### config.mk
export PLATFORM = sky130hd
export DESIGN_NAME = split_top
export DESIGN_NICKNAME = d
export VERILOG_FILES = /design/src/hw/split_pkg.sv /design/src/hw/axis_if.sv /design/src/hw/split_top.sv /design/src/hw/header_split.sv /design/src/hw/stream_pipe.sv /design/src/hw/hdr_trunc.sv /design/src/hw/stream_copy.sv /design/src/hw/split_regs.sv
export VERILOG_INCLUDE_DIRS = /design/src /design/src/include
export SDC_FILE = /design/constraint.sdc
export NUM_CORES = 1
export LEC_CHECK = 0
export BUFFER_PORTS_ARGS = -buffer_cell sky130_fd_sc_hd__buf_2
export CORE_ASPECT_RATIO = 0.7
export CORE_MARGIN = 3
export CORE_UTILIZATION = 50
export CTS_CLUSTER_SIZE = 24
export DETAILED_ROUTE_END_ITERATION = 16
export PLACE_DENSITY = 0.8
export SLEW_MARGIN = 30
export SYNTH_ARGS = -nofsm -noshare
export SYNTH_HDL_FRONTEND = slang
export SYNTH_SLANG_ARGS = --single-unit
### constraint.sdc
create_clock -name clk -period 10.9 [get_ports clk]
set_input_delay 0.545 -clock clk [delete_from_list [all_inputs] [get_ports clk]]
set_output_delay 0.545 -clock clk [all_outputs]
set_load 0.005 [all_outputs]
### src/include/split_defs.svh
// register map of the splitter configuration port.
// addresses and the reset value of the header length.

`ifndef SPLIT_DEFS_SVH
`define SPLIT_DEFS_SVH

// control register, bit 0 is enable.
`define SPLIT_ADDR_CTRL 2'd0

// header length in bytes.
`define SPLIT_ADDR_HLEN 2'd1

// header length after reset.
`define SPLIT_HLEN_RESET 16'd16

`endif
### src/hw/split_pkg.sv
// widths shared by the header splitter.
// stream word, tuser, pid and configuration sizes.

package split_pkg;

   // bytes per stream word.
   localparam int DATA_BYTES = 8;

   // data width in bits.
   localparam int DATA_WID = DATA_BYTES * 8;

   // opaque tuser carried through unchanged.
   localparam int USER_WID = 4;

   // write pointer and pid width.
   localparam int PID_WID = 16;

   // header length width, in bytes.
   localparam int LEN_WID = 16;

   // configuration address width.
   localparam int CFG_ADDR_WID = 2;

endpackage

### src/hw/axis_if.sv
// stream interface with valid/ready handshake.
// tx and rx modports, pid and header end flag as own signals.

`timescale 1ns/1ps

interface axis_if (
   input logic clk
);

   logic                            tvalid;
   logic                            tready;
   logic [split_pkg::DATA_WID-1:0]   tdata;
   logic [split_pkg::DATA_BYTES-1:0] tkeep;
   logic                            tlast;
   logic [split_pkg::USER_WID-1:0]   tuser;
   // packet id, a write pointer value.
   logic [split_pkg::PID_WID-1:0]    pid;
   // last word of the header copy.
   logic                            hdr_last;

   // sender side.
   modport tx (
      input  clk,
      input  tready,
      output tvalid, tdata, tkeep, tlast, tuser, pid, hdr_last
   );

   // receiver side.
   modport rx (
      input  clk,
      output tready,
      input  tvalid, tdata, tkeep, tlast, tuser, pid, hdr_last
   );

endinterface

### src/hw/split_top.sv
// top level of the header splitter.
// configuration registers and splitter on plain ports.

`timescale 1ns/1ps

module split_top (
   input  logic                                clk,
   input  logic                                reset,
   input  logic                                cfg_wr,
   input  logic [split_pkg::CFG_ADDR_WID-1:0]  cfg_addr,
   input  logic [15:0]                         cfg_wdata,
   input  logic                                in_tvalid,
   input  logic [split_pkg::DATA_WID-1:0]      in_tdata,
   input  logic [split_pkg::DATA_BYTES-1:0]    in_tkeep,
   input  logic                                in_tlast,
   input  logic [split_pkg::USER_WID-1:0]      in_tuser,
   output logic                                in_tready,
   output logic                                out_tvalid,
   output logic [split_pkg::DATA_WID-1:0]      out_tdata,
   output logic [split_pkg::DATA_BYTES-1:0]    out_tkeep,
   output logic                                out_tlast,
   output logic [split_pkg::USER_WID-1:0]      out_tuser,
   output logic [split_pkg::PID_WID-1:0]       out_pid,
   output logic                                out_hdr_last,
   input  logic                                out_tready,
   output logic                                hdr_tvalid,
   output logic [split_pkg::DATA_WID-1:0]      hdr_tdata,
   output logic [split_pkg::DATA_BYTES-1:0]    hdr_tkeep,
   output logic                                hdr_tlast,
   output logic [split_pkg::USER_WID-1:0]      hdr_tuser,
   output logic [split_pkg::PID_WID-1:0]       hdr_pid,
   input  logic                                hdr_tready
);

   logic                          enable;
   logic [split_pkg::LEN_WID-1:0] hdr_length;

   axis_if in_if  (.clk(clk));
   axis_if pkt_if (.clk(clk));
   axis_if hdr_if (.clk(clk));

   // ingress has no pid or header flag yet.
   assign in_if.tvalid   = in_tvalid;
   assign in_if.tdata    = in_tdata;
   assign in_if.tkeep    = in_tkeep;
   assign in_if.tlast    = in_tlast;
   assign in_if.tuser    = in_tuser;
   assign in_if.pid      = '0;
   assign in_if.hdr_last = 1'b0;
   assign in_tready      = in_if.tready;

   assign out_tvalid    = pkt_if.tvalid;
   assign out_tdata     = pkt_if.tdata;
   assign out_tkeep     = pkt_if.tkeep;
   assign out_tlast     = pkt_if.tlast;
   assign out_tuser     = pkt_if.tuser;
   assign out_pid       = pkt_if.pid;
   assign out_hdr_last  = pkt_if.hdr_last;
   assign pkt_if.tready = out_tready;

   assign hdr_tvalid    = hdr_if.tvalid;
   assign hdr_tdata     = hdr_if.tdata;
   assign hdr_tkeep     = hdr_if.tkeep;
   assign hdr_tlast     = hdr_if.tlast;
   assign hdr_tuser     = hdr_if.tuser;
   assign hdr_pid       = hdr_if.pid;
   assign hdr_if.tready = hdr_tready;

   split_regs u_regs (
      .clk        (clk),
      .reset      (reset),
      .cfg_wr     (cfg_wr),
      .cfg_addr   (cfg_addr),
      .cfg_wdata  (cfg_wdata),
      .enable     (enable),
      .hdr_length (hdr_length)
   );

   header_split u_split (
      .clk        (clk),
      .reset      (reset),
      .enable     (enable),
      .hdr_length (hdr_length),
      .ingress    (in_if),
      .pkt_out    (pkt_if),
      .hdr_out    (hdr_if)
   );

endmodule

### src/hw/header_split.sv
// packet header splitter.
// tags each ingress word with the write pointer, forks the stream,
// truncates one branch to the header and registers both outputs.

`timescale 1ns/1ps

module header_split (
   input  logic                          clk,
   input  logic                          reset,
   input  logic                          enable,
   input  logic [split_pkg::LEN_WID-1:0] hdr_length,
   axis_if.rx                            ingress,
   axis_if.tx                            pkt_out,
   axis_if.tx                            hdr_out
);

   logic                          rst_int;
   logic [split_pkg::PID_WID-1:0] wr_ptr;
   logic                          hdr_sop;
   logic [split_pkg::PID_WID-1:0] hdr_pid;

   axis_if to_copy  (.clk(clk));
   axis_if to_trunc (.clk(clk));
   axis_if pkt_p    (.clk(clk));
   axis_if hdr_raw  (.clk(clk));
   axis_if hdr_p    (.clk(clk));

   // held in reset while disabled.
   always_ff @(posedge clk) begin
      rst_int <= reset || !enable;
   end

   // ------------------------------
   // write pointer and tagging
   // ------------------------------

   always_ff @(posedge clk) begin
      if (rst_int) begin
         wr_ptr <= '0;
      end else if (ingress.tvalid && ingress.tready) begin
         wr_ptr <= wr_ptr + 1'b1;
      end
   end

   assign to_copy.tvalid   = ingress.tvalid && !rst_int;
   assign to_copy.tdata    = ingress.tdata;
   assign to_copy.tkeep    = ingress.tkeep;
   assign to_copy.tlast    = ingress.tlast;
   assign to_copy.tuser    = ingress.tuser;
   assign to_copy.pid      = wr_ptr;
   // header copy ends on this word.
   assign to_copy.hdr_last = hdr_raw.tvalid && hdr_raw.tlast;
   assign ingress.tready   = to_copy.tready && !rst_int;

   stream_copy u_copy (
      .src   (to_copy),
      .dst_a (to_trunc),
      .dst_b (pkt_p)
   );

   hdr_trunc u_trunc (
      .clk        (clk),
      .reset      (rst_int),
      .src        (to_trunc),
      .dst        (hdr_raw),
      .hdr_length (hdr_length)
   );

   // ------------------------------
   // header pid
   // ------------------------------

   always_ff @(posedge clk) begin
      if (rst_int) begin
         hdr_sop <= 1'b1;
      end else if (hdr_raw.tvalid && hdr_raw.tready) begin
         hdr_sop <= hdr_raw.tlast;
      end
   end

   // start pointer of the packet, kept for the rest of the header.
   always_ff @(posedge clk) begin
      if (hdr_raw.tvalid && hdr_sop) begin
         hdr_pid <= hdr_raw.pid;
      end
   end

   assign hdr_p.tvalid   = hdr_raw.tvalid;
   assign hdr_p.tdata    = hdr_raw.tdata;
   assign hdr_p.tkeep    = hdr_raw.tkeep;
   assign hdr_p.tlast    = hdr_raw.tlast;
   assign hdr_p.tuser    = hdr_raw.tuser;
   assign hdr_p.pid      = hdr_sop ? hdr_raw.pid : hdr_pid;
   assign hdr_p.hdr_last = 1'b0;
   assign hdr_raw.tready = hdr_p.tready;

   stream_pipe u_pkt_pipe (.clk(clk), .reset(rst_int), .src(pkt_p), .dst(pkt_out));
   stream_pipe u_hdr_pipe (.clk(clk), .reset(rst_int), .src(hdr_p), .dst(hdr_out));

endmodule

### src/hw/stream_pipe.sv
// two-entry register slice for a stream.
// registers payload and ready, one word per cycle under steady ready.

`timescale 1ns/1ps

module stream_pipe (
   input  logic clk,
   input  logic reset,
   axis_if.rx   src,
   axis_if.tx   dst
);

   logic                             out_valid;
   logic                             skid_valid;
   logic [split_pkg::DATA_WID-1:0]   skid_data;
   logic [split_pkg::DATA_BYTES-1:0] skid_keep;
   logic                             skid_last;
   logic [split_pkg::USER_WID-1:0]   skid_user;
   logic [split_pkg::PID_WID-1:0]    skid_pid;
   logic                             skid_hdr_last;
   logic                             out_free;

   // ready comes straight from a flop.
   assign src.tready = !skid_valid;
   assign dst.tvalid = out_valid;
   assign out_free   = !out_valid || dst.tready;

   always_ff @(posedge clk) begin
      if (reset) begin
         out_valid  <= 1'b0;
         skid_valid <= 1'b0;
      end else if (out_free) begin
         out_valid  <= skid_valid || src.tvalid;
         skid_valid <= 1'b0;
      end else if (src.tvalid && src.tready) begin
         // output stalled, park the word in flight.
         skid_valid <= 1'b1;
      end
   end

   // payload.
   always_ff @(posedge clk) begin
      if (out_free) begin
         {dst.tdata, dst.tkeep, dst.tlast, dst.tuser, dst.pid, dst.hdr_last} <= skid_valid ?
            {skid_data, skid_keep, skid_last, skid_user, skid_pid, skid_hdr_last} :
            {src.tdata, src.tkeep, src.tlast, src.tuser, src.pid, src.hdr_last};
      end
      if (!out_free && src.tready) begin
         {skid_data, skid_keep, skid_last, skid_user, skid_pid, skid_hdr_last} <=
            {src.tdata, src.tkeep, src.tlast, src.tuser, src.pid, src.hdr_last};
      end
   end

   // stalled output word holds still.
   a_stable: assert property (
      @(posedge clk) disable iff (reset)
      (dst.tvalid && !dst.tready) |=>
         (dst.tvalid && $stable({dst.tdata, dst.tkeep, dst.tlast, dst.tuser, dst.pid}))
   );

endmodule

### src/hw/hdr_trunc.sv
// header truncation of a packet stream.
// passes the first hdr_length bytes of each packet, ends them with tlast
// and trims tkeep, then swallows the rest of the packet.

`timescale 1ns/1ps

module hdr_trunc (
   input  logic                          clk,
   input  logic                          reset,
   axis_if.rx                            src,
   axis_if.tx                            dst,
   input  logic [split_pkg::LEN_WID-1:0] hdr_length
);

   logic [split_pkg::LEN_WID-1:0]    byte_cnt;
   logic                             in_hdr;
   logic                             pass;
   logic                             hdr_end;
   logic [split_pkg::LEN_WID-1:0]    remaining;
   logic [split_pkg::LEN_WID-1:0]    word_bytes;
   logic [split_pkg::DATA_BYTES-1:0] keep_mask;

   // ------------------------------
   // word decode
   // ------------------------------

   assign pass      = in_hdr && (byte_cnt < hdr_length);
   assign remaining = hdr_length - byte_cnt;

   // valid bytes of this word and the bytes still owed to the header.
   always_comb begin
      word_bytes = '0;
      for (int i = 0; i < split_pkg::DATA_BYTES; i++) begin
         if (src.tkeep[i]) begin
            word_bytes = word_bytes + split_pkg::LEN_WID'(1);
         end
         keep_mask[i] = remaining > split_pkg::LEN_WID'(i);
      end
   end

   // header ends inside or at the end of this word.
   assign hdr_end = remaining <= word_bytes;

   assign dst.tvalid   = src.tvalid && pass;
   assign dst.tdata    = src.tdata;
   assign dst.tkeep    = src.tkeep & keep_mask;
   assign dst.tlast    = src.tlast || hdr_end;
   assign dst.tuser    = src.tuser;
   assign dst.pid      = src.pid;
   assign dst.hdr_last = src.hdr_last;

   // dropped words are always accepted.
   assign src.tready = pass ? dst.tready : 1'b1;

   // ------------------------------
   // per-packet state
   // ------------------------------

   always_ff @(posedge clk) begin
      if (reset) begin
         byte_cnt <= '0;
         in_hdr   <= 1'b1;
      end else if (src.tvalid && src.tready) begin
         if (src.tlast) begin
            byte_cnt <= '0;
            in_hdr   <= 1'b1;
         end else if (!pass || hdr_end) begin
            in_hdr <= 1'b0;
         end else begin
            byte_cnt <= byte_cnt + word_bytes;
         end
      end
   end

   // forwarded words always hold at least one byte.
   a_keep_nonzero: assert property (
      @(posedge clk) disable iff (reset)
      dst.tvalid |-> (dst.tkeep != '0)
   );

endmodule

### src/hw/stream_copy.sv
// lock-step fork of one stream into two outputs.
// combinational logic that hands each word to both outputs once.

`timescale 1ns/1ps

module stream_copy (
   axis_if.rx src,
   axis_if.tx dst_a,
   axis_if.tx dst_b
);

   // source moves only when both sides can take the word.
   assign src.tready = dst_a.tready && dst_b.tready;

   // each side is offered the word only if the other can accept it.
   assign dst_a.tvalid = src.tvalid && dst_b.tready;
   assign dst_b.tvalid = src.tvalid && dst_a.tready;

   assign dst_a.tdata    = src.tdata;
   assign dst_a.tkeep    = src.tkeep;
   assign dst_a.tlast    = src.tlast;
   assign dst_a.tuser    = src.tuser;
   assign dst_a.pid      = src.pid;
   assign dst_a.hdr_last = src.hdr_last;

   assign dst_b.tdata    = src.tdata;
   assign dst_b.tkeep    = src.tkeep;
   assign dst_b.tlast    = src.tlast;
   assign dst_b.tuser    = src.tuser;
   assign dst_b.pid      = src.pid;
   assign dst_b.hdr_last = src.hdr_last;

   // a stalled source word holds still until both sides take it.
   a_src_hold: assert property (
      @(posedge src.clk)
      (src.tvalid && !src.tready)
         |=> (!src.tvalid || $stable({src.tdata, src.tkeep, src.tlast, src.tuser, src.pid}))
   );

endmodule

### src/hw/split_regs.sv
// configuration registers of the header splitter.
// enable bit and header length, written by a one-cycle strobe.

`timescale 1ns/1ps

`include "split_defs.svh"

module split_regs (
   input  logic                                clk,
   input  logic                                reset,
   input  logic                                cfg_wr,
   input  logic [split_pkg::CFG_ADDR_WID-1:0]  cfg_addr,
   input  logic [15:0]                         cfg_wdata,
   output logic                                enable,
   output logic [split_pkg::LEN_WID-1:0]       hdr_length
);

   // ------------------------------
   // write decode
   // ------------------------------

   // writes land on the next edge.
   // unknown addresses are ignored.
   always_ff @(posedge clk) begin
      if (reset) begin
         enable     <= 1'b0;
         hdr_length <= `SPLIT_HLEN_RESET;
      end else if (cfg_wr) begin
         case (cfg_addr)
            `SPLIT_ADDR_CTRL: begin
               enable <= cfg_wdata[0];
            end
            `SPLIT_ADDR_HLEN: begin
               hdr_length <= cfg_wdata;
            end
            default: begin
            end
         endcase
      end
   end

endmodule

# After elaboration in Yosys (flattened, before gate mapping)
# Index checks and enable logic that the tools add are counted.
dict set report word_totals {
  regBits 446
  in_bits 101
  out_inout_bits 190
  wordCells 112
}
dict set report op_classes {
  n_addsub 10
  magnitude_cmp 10
  eq_ne 2
  mux 16
  n_bitwise 1
  n_reduce_logical 39
}
# cell n
set op_table {}
lappend op_table {{$mux 94} 2}
lappend op_table {{$mux 16} 10}
lappend op_table {{$add 16x1->16 const B} 8}
lappend op_table {{$gt 16x3->1 const B} 4}
lappend op_table {{$gt 16x1->1 const B} 2}
lappend op_table {{$gt 16x2->1 const B} 2}
lappend op_table {{$add 16x16->16} 1}
lappend op_table {{$le 16x16->1} 1}
lappend op_table {{$lt 16x16->1} 1}
lappend op_table {{$sub 16x16->16} 1}
lappend op_table {{$logic_and 1x1->1} 15}
lappend op_table {{$logic_not 1->1} 9}
lappend op_table {{$and 8x8->8} 1}
lappend op_table {{$reduce_and 2->1} 4}
lappend op_table {{$logic_or 1x1->1} 7}
lappend op_table {{$mux 1} 4}
lappend op_table {{$reduce_or 2->1} 2}
lappend op_table {{$eq 2x1->1 const B} 1}
lappend op_table {{$logic_not 2->1} 1}
lappend op_table {{$ne 2x2->1 const B} 1}
lappend op_table {{$reduce_bool 2->1} 1}

# Logic depth before layout (Yosys ltp)
dict set report logic_depth {
  ltp_word 19
  mapped_depth 27
  depth_no_buf 26
}

# Hierarchy
# A second synthesis with hierarchy kept.
dict set report unflattened {
  cells_unflattened 1461
  area_unflattened_um2 21066.5
}
# mod n_inst cells_per_inst area_per_inst_um2
set modules_own_cells {}
lappend modules_own_cells {stream_pipe 2 301 6959.2}
lappend modules_own_cells {hdr_trunc 1 464 3428.3}
lappend modules_own_cells {header_split 1 129 1515.2}
lappend modules_own_cells {stream_copy 1 191 1430.1}
lappend modules_own_cells {split_regs 1 74 770.7}
lappend modules_own_cells {split_top 1 1 3.8}

# Worst setup path before layout
# No wires, ideal clock.
dict set report synth_timing {
  path_type {input to register}
  start {in out_tready}
  end {reg u_split.u_pkt_pipe.skid_data[0] (netlist name), enable pin}
  setup_ps 546
  arrival_ps 6962
  path_slack_ps 3392
  path_stages 2
  path_buffers 0
  cell_sequence {nand2b_1 > nor2_1}
}
dict set report synth_between {
  elab_chain_cells 3
}
# item line_no
set synth_rtl {}
lappend synth_rtl {{start, declared} split_top.sv:25} ;# input logic out_tready,
lappend synth_rtl {{$logic_or 1x1->1} stream_pipe.sv:26} ;# assign out_free = !out_valid || dst.tready;
lappend synth_rtl {{$logic_not 1->1} stream_pipe.sv:48} ;# if (!out_free && src.tready) begin
lappend synth_rtl {{$logic_and 1x1->1} stream_pipe.sv:48}
lappend synth_rtl {{end signal, assigned} stream_pipe.sv:49} ;# {skid_data, skid_keep, skid_last, skid_user, skid_pid, skid_hdr_last} <=
lappend synth_rtl {{end, declared} stream_pipe.sv:15} ;# logic [split_pkg::DATA_WID-1:0] skid_data;
# No other way between the ends.
# A chain may end at the register's enable or synchronous reset.

# Final worst setup path
dict set report layout_timing {
  start {in in_tkeep[0] (netlist name)}
  end {reg u_split.u_trunc.byte_cnt[14] (netlist name)}
}
dict set report layout_between {
  elab_chain_cells 19
  word_cells_on_any_way 22
  classes_between {8 x add/sub; 1 x order compare; 1 x eq/ne; 10 x mux; 2 x reduce/logical}
}
# item line_no
set layout_rtl {}
lappend layout_rtl {{start, declared} split_top.sv:14} ;# input logic [split_pkg::DATA_BYTES-1:0] in_tkeep,
lappend layout_rtl {{$mux 1 (*)} hdr_trunc.sv:34} ;# if (src.tkeep[i]) begin
lappend layout_rtl {{$add 16x1->16} hdr_trunc.sv:35} ;# word_bytes = word_bytes + split_pkg::LEN_WID'(1);
lappend layout_rtl {{$mux 16 (*)} hdr_trunc.sv:34}
lappend layout_rtl {{$add 16x1->16} hdr_trunc.sv:35}
lappend layout_rtl {{$mux 16 (*)} hdr_trunc.sv:34}
lappend layout_rtl {{$add 16x1->16} hdr_trunc.sv:35}
lappend layout_rtl {{$mux 16 (*)} hdr_trunc.sv:34}
lappend layout_rtl {{$add 16x1->16} hdr_trunc.sv:35}
lappend layout_rtl {{[... 3 more ...]} -}
lappend layout_rtl {{$add 16x1->16} hdr_trunc.sv:35}
lappend layout_rtl {{$mux 16 (*)} hdr_trunc.sv:34}
lappend layout_rtl {{$add 16x1->16} hdr_trunc.sv:35}
lappend layout_rtl {{$mux 16 (*)} hdr_trunc.sv:34}
lappend layout_rtl {{$le 16x16->1} hdr_trunc.sv:42} ;# assign hdr_end = remaining <= word_bytes;
lappend layout_rtl {{$logic_or 1x1->1} hdr_trunc.sv:67} ;# end else if (!pass || hdr_end) begin
lappend layout_rtl {{$ne 2x2->1 (no source line)} -}
lappend layout_rtl {{$reduce_and 2->1 (no source line)} -}
lappend layout_rtl {{end signal, assigned} hdr_trunc.sv:70} ;# byte_cnt <= byte_cnt + word_bytes;
lappend layout_rtl {{end, declared} hdr_trunc.sv:15} ;# logic [split_pkg::LEN_WID-1:0] byte_cnt;
# Every way passes the cells marked *; elsewhere a longest branch is shown, timed or not. The select of a mux whose other input is x is not followed.

==> reports/results.ini <==
[run_status]
status=finished clean

[setup_path]
critical_path_class=in -> reg
worstPathMaxFanout=5
ff2ff_setup_slack_ns=6.76
crit_path_end=u_split.u_trunc.byte_cnt[14]
r2r_cells=14
cp-startpoint=in_tkeep[0]
required_ns=11.37
cp-end-kind=flip-flop
rr_endpoint=u_split.u_trunc.byte_cnt[14]
startpoint_type=input port
r2r_start=u_split.u_trunc.byte_cnt[0]
worstPathArrival_ns=6.15

[timing]
fin_setup_tns_ns=0
finalClockSkew_ns=0.02754
rsz0062_at_grt=false
hold_viol=0
max_freq_mhz=176.1
fin_crit_sh_pct=52.08
period_needed_ns=5.677
relSlewSlack_pct=35.20
finalSetupViolations=0
finalMaxSlewViolations=0
worstMarginPinSlew_ns=0.9719

[yosys]
postSynthCellCount=1178
synth_async_sr_flop_share_pct=0
synthFlopType=edfxtp_1
syn_avg_cell_area_sq_um=15.57
synth_seq_cells=446
yosysWarnings=0
synth_edf_count=390
netlist_area_sq_um=18340
synth_cell_type_count=61
ys_seq_area_share_pct=69.97

[global_route]
grt_pass1_wl_microns=64260
grt_max_degree=72
use_met3_pct=3.552
gr-usage-met2_pct=33.08
antenna_found_initial=1
busiest_layer=met2
grtUsageMet1_pct=30.20
overflow=0
grt.total_usage_pct=20.85
grt_pass1_vias=10999

[cts]
cts_tree=done
cts_setup_buffers=0
cts-resized-gates=0
clk-insertion-delay-late_ns=0.55
clk_path_buf_depth=3
postCtsHoldBufs=0
clkTransAtPathRegs_ns=0.07
root_buffer=clkbuf_16
cts_buffers=42
cts_max_level=2
clkSinkCount=446

[power]
power.internal_w=0.002876
irDropWorstVdd_mv=0.1160
fin_total_pwr_w=0.003640
pwr-share-clk_pct=40.8
power_frac_comb_pct=7.1
switching_share_pct=21.00
leakage_nw=8.389
p_switching_w=0.0007645
cellPowerDensity_nw_per_um2=167.2
power_frac_seq_pct=52.1

[drt]
wirelength_microns=41700
wire_per_inst_microns=20.94
drcViolationCount=0
vias=11030
vias_per_cell=5.537
antenna_left=0
dr.pass1.iters=8
drtIter0Drc=848

[floorplan]
die_h_microns=166.2
pin_count=291
core_sq_um=36070
fp-row-count=58
die-area_sq_um=39050
initial_utilization_pct=50.85
die_w_microns=234.9

[layout]
mostFrequentLayoutCells=edfxtp_1 (390), buf_2 (290), mux2_2 (194), nand2_1 (80), a21oi_1 (54)
layout-drive-gt1-share_pct=37.81
synthToLayoutAreaGrowth_pct=18.69
final_common_cell=edfxtp_1
fin_nets=1625

[job]
max_cap_viol_count=0

[placement]
hpwl_microns=26800
io_buffers=290
gp_congestion=0.9050

[min_path]
hold_class=in -> reg

registers in the layout (all words and copies together) (netlist names), 16 cells and up:
| signal | flops |
|---|---|
| u_split.to_copy.pid | 16 |
| u_split.u_pkt_pipe.dst.tdata | 64 |
| u_split.u_hdr_pipe.dst.tdata | 64 |
| u_split.u_hdr_pipe.skid_data | 64 |
| u_split.u_pkt_pipe.dst.pid | 16 |
| u_split.u_pkt_pipe.skid_pid | 16 |
| u_split.u_trunc.byte_cnt | 16 |
| u_regs.hdr_length | 16 |
| u_split.u_pkt_pipe.skid_data | 64 |
| u_split.hdr_pid | 16 |
| u_split.u_hdr_pipe.skid_pid | 16 |
| u_split.u_hdr_pipe.dst.pid | 16 |
metrics by stage:
stage	instance area [sq um]	hold WS (ns)	worst slack, ns	instances	util (%)
3_3_place_gp	20340	0.3826	4.905	1916	56.39
3_5_place_dp	20370	0.3802	4.780	1917	56.48
4_1_cts	21760	0.1959	5.337	1990	60.32
5_1_grt	21760	0.2090	4.723	1991	60.34
6_report	21770	0.2239	5.223	1992	60.35
2_1_floorplan	18360	0.3697	3.392	1182	-
cell usage after synthesis, types with 5 or more instances:
library cell / count / area share [%]
clkbuf_1: 39 / 0.80
inv_1: 41 / 0.84
and3_1: 11 / 0.38
a211oi_1: 6 / 0.25
a21o_1: 14 / 0.57
o21ai_0: 27 / 0.74
nor2b_1: 7 / 0.24
or3_1: 9 / 0.31
xor2_1: 17 / 0.81
o31ai_1: 5 / 0.20
dfxtp_1: 56 / 6.1
xnor2_1: 21 / 1.0
nand2b_1: 8 / 0.27
nand4_1: 10 / 0.34
nand3_1: 12 / 0.33
nor2_1: 29 / 0.59
and2_1: 8 / 0.27
o21a_1: 10 / 0.41
or4_1: 6 / 0.25
ha_1: 41 / 2.8
a21oi_1: 54 / 1.5
edfxtp_1: 390 / 64
mux2_2: 194 / 12
nor3_1: 16 / 0.44
nand2_1: 80 / 1.6
critical path, cell delays in order:
cell	delay [ns]
buf_2	0.14
inv_1	0.09
ha_1	0.37
xnor2_1	0.15
a21oi_1	0.21
inv_1	0.07
ha_1	0.28
nand2_1	0.05
o21ai_0	0.13
ha_1	0.32
mux2_2	0.29
ha_1	0.28
mux2_2	0.29
ha_1	0.27
mux2_2	0.15
inv_1	0.07
fa_1	0.43
nor2b_1	0.17
o21ai_0	0.15
a21boi_0	0.26
o21ai_0	0.14
a21boi_0	0.23
o21ai_0	0.14
nor2b_1	0.18
or4_1	0.52
mux2i_1	0.18
area by class of cell:
class,instances,area (sq um)
Tap cell,480,600.6
Timing Repair Buffer,300,1554
Sequential cell,446,12840
Fill cell,2694,14300
Antenna cell,2,5.005
Clock inverter,20,221.5
Clock buffer,53,1166
Multi-Input combinational cell,649,5221
Inverter,42,157.7
logic make-up after synthesis:
| kind of cell | count (synthesis) | share of synthesized area, % |
|---|---|---|
| AOI/OAI and AO/OA | 155 | 5.574 |
| xor gates and xnor gates | 38 | 1.815 |
| adders and majority gates | 43 | 3.015 |
| buffers and inverters | 87 | 1.808 |
| DFF | 446 | 69.97 |
| muxes | 197 | 12.08 |
| other | 2 | 0.04095 |
| and+or+nand+nor | 210 | 5.703 |
power by group through the flow:
stage / Combinational (W) / Clock, W / Sequential [W]
final: 0.000260 / 0.00149 / 0.00190
after global routing: 0.000286 / 0.00158 / 0.00190
after CTS: 0.000257 / 0.00152 / 0.00190
after detailed placement: 0.000255 / 0 / 0.00193
after global placement: 0.000244 / 0 / 0.00193
after floorplan: 0.000147 / 0 / 0.00194
worst min path at each step:
stage / from / depth (start not counted) / slack (ns) / to
final: in_tdata[15] / 1 / 0.22 / u_split.u_pkt_pipe.skid_data[15]
after global placement: u_regs.enable / 1 / 0.38 / u_split.rst_int
after floorplan: u_regs.enable / 1 / 0.37 / u_split.rst_int
after detailed placement: u_regs.enable / 1 / 0.38 / u_split.rst_int
after global routing: in_tdata[63] / 1 / 0.21 / u_split.u_hdr_pipe.skid_data[63]
after CTS: in_tdata[15] / 1 / 0.20 / u_split.u_pkt_pipe.skid_data[15]
routing by layer:
| layer | wire [microns] | up-vias |
|---|---|---|
| met5 | 0 | - |
| met4 | 875 | 0 |
| met3 | 2568 | 74 |
| met2 | 19310 | 417 |
| met1 | 18950 | 5463 |
| li1 | - | 5076 |
(Power assumes the default switching activity.)
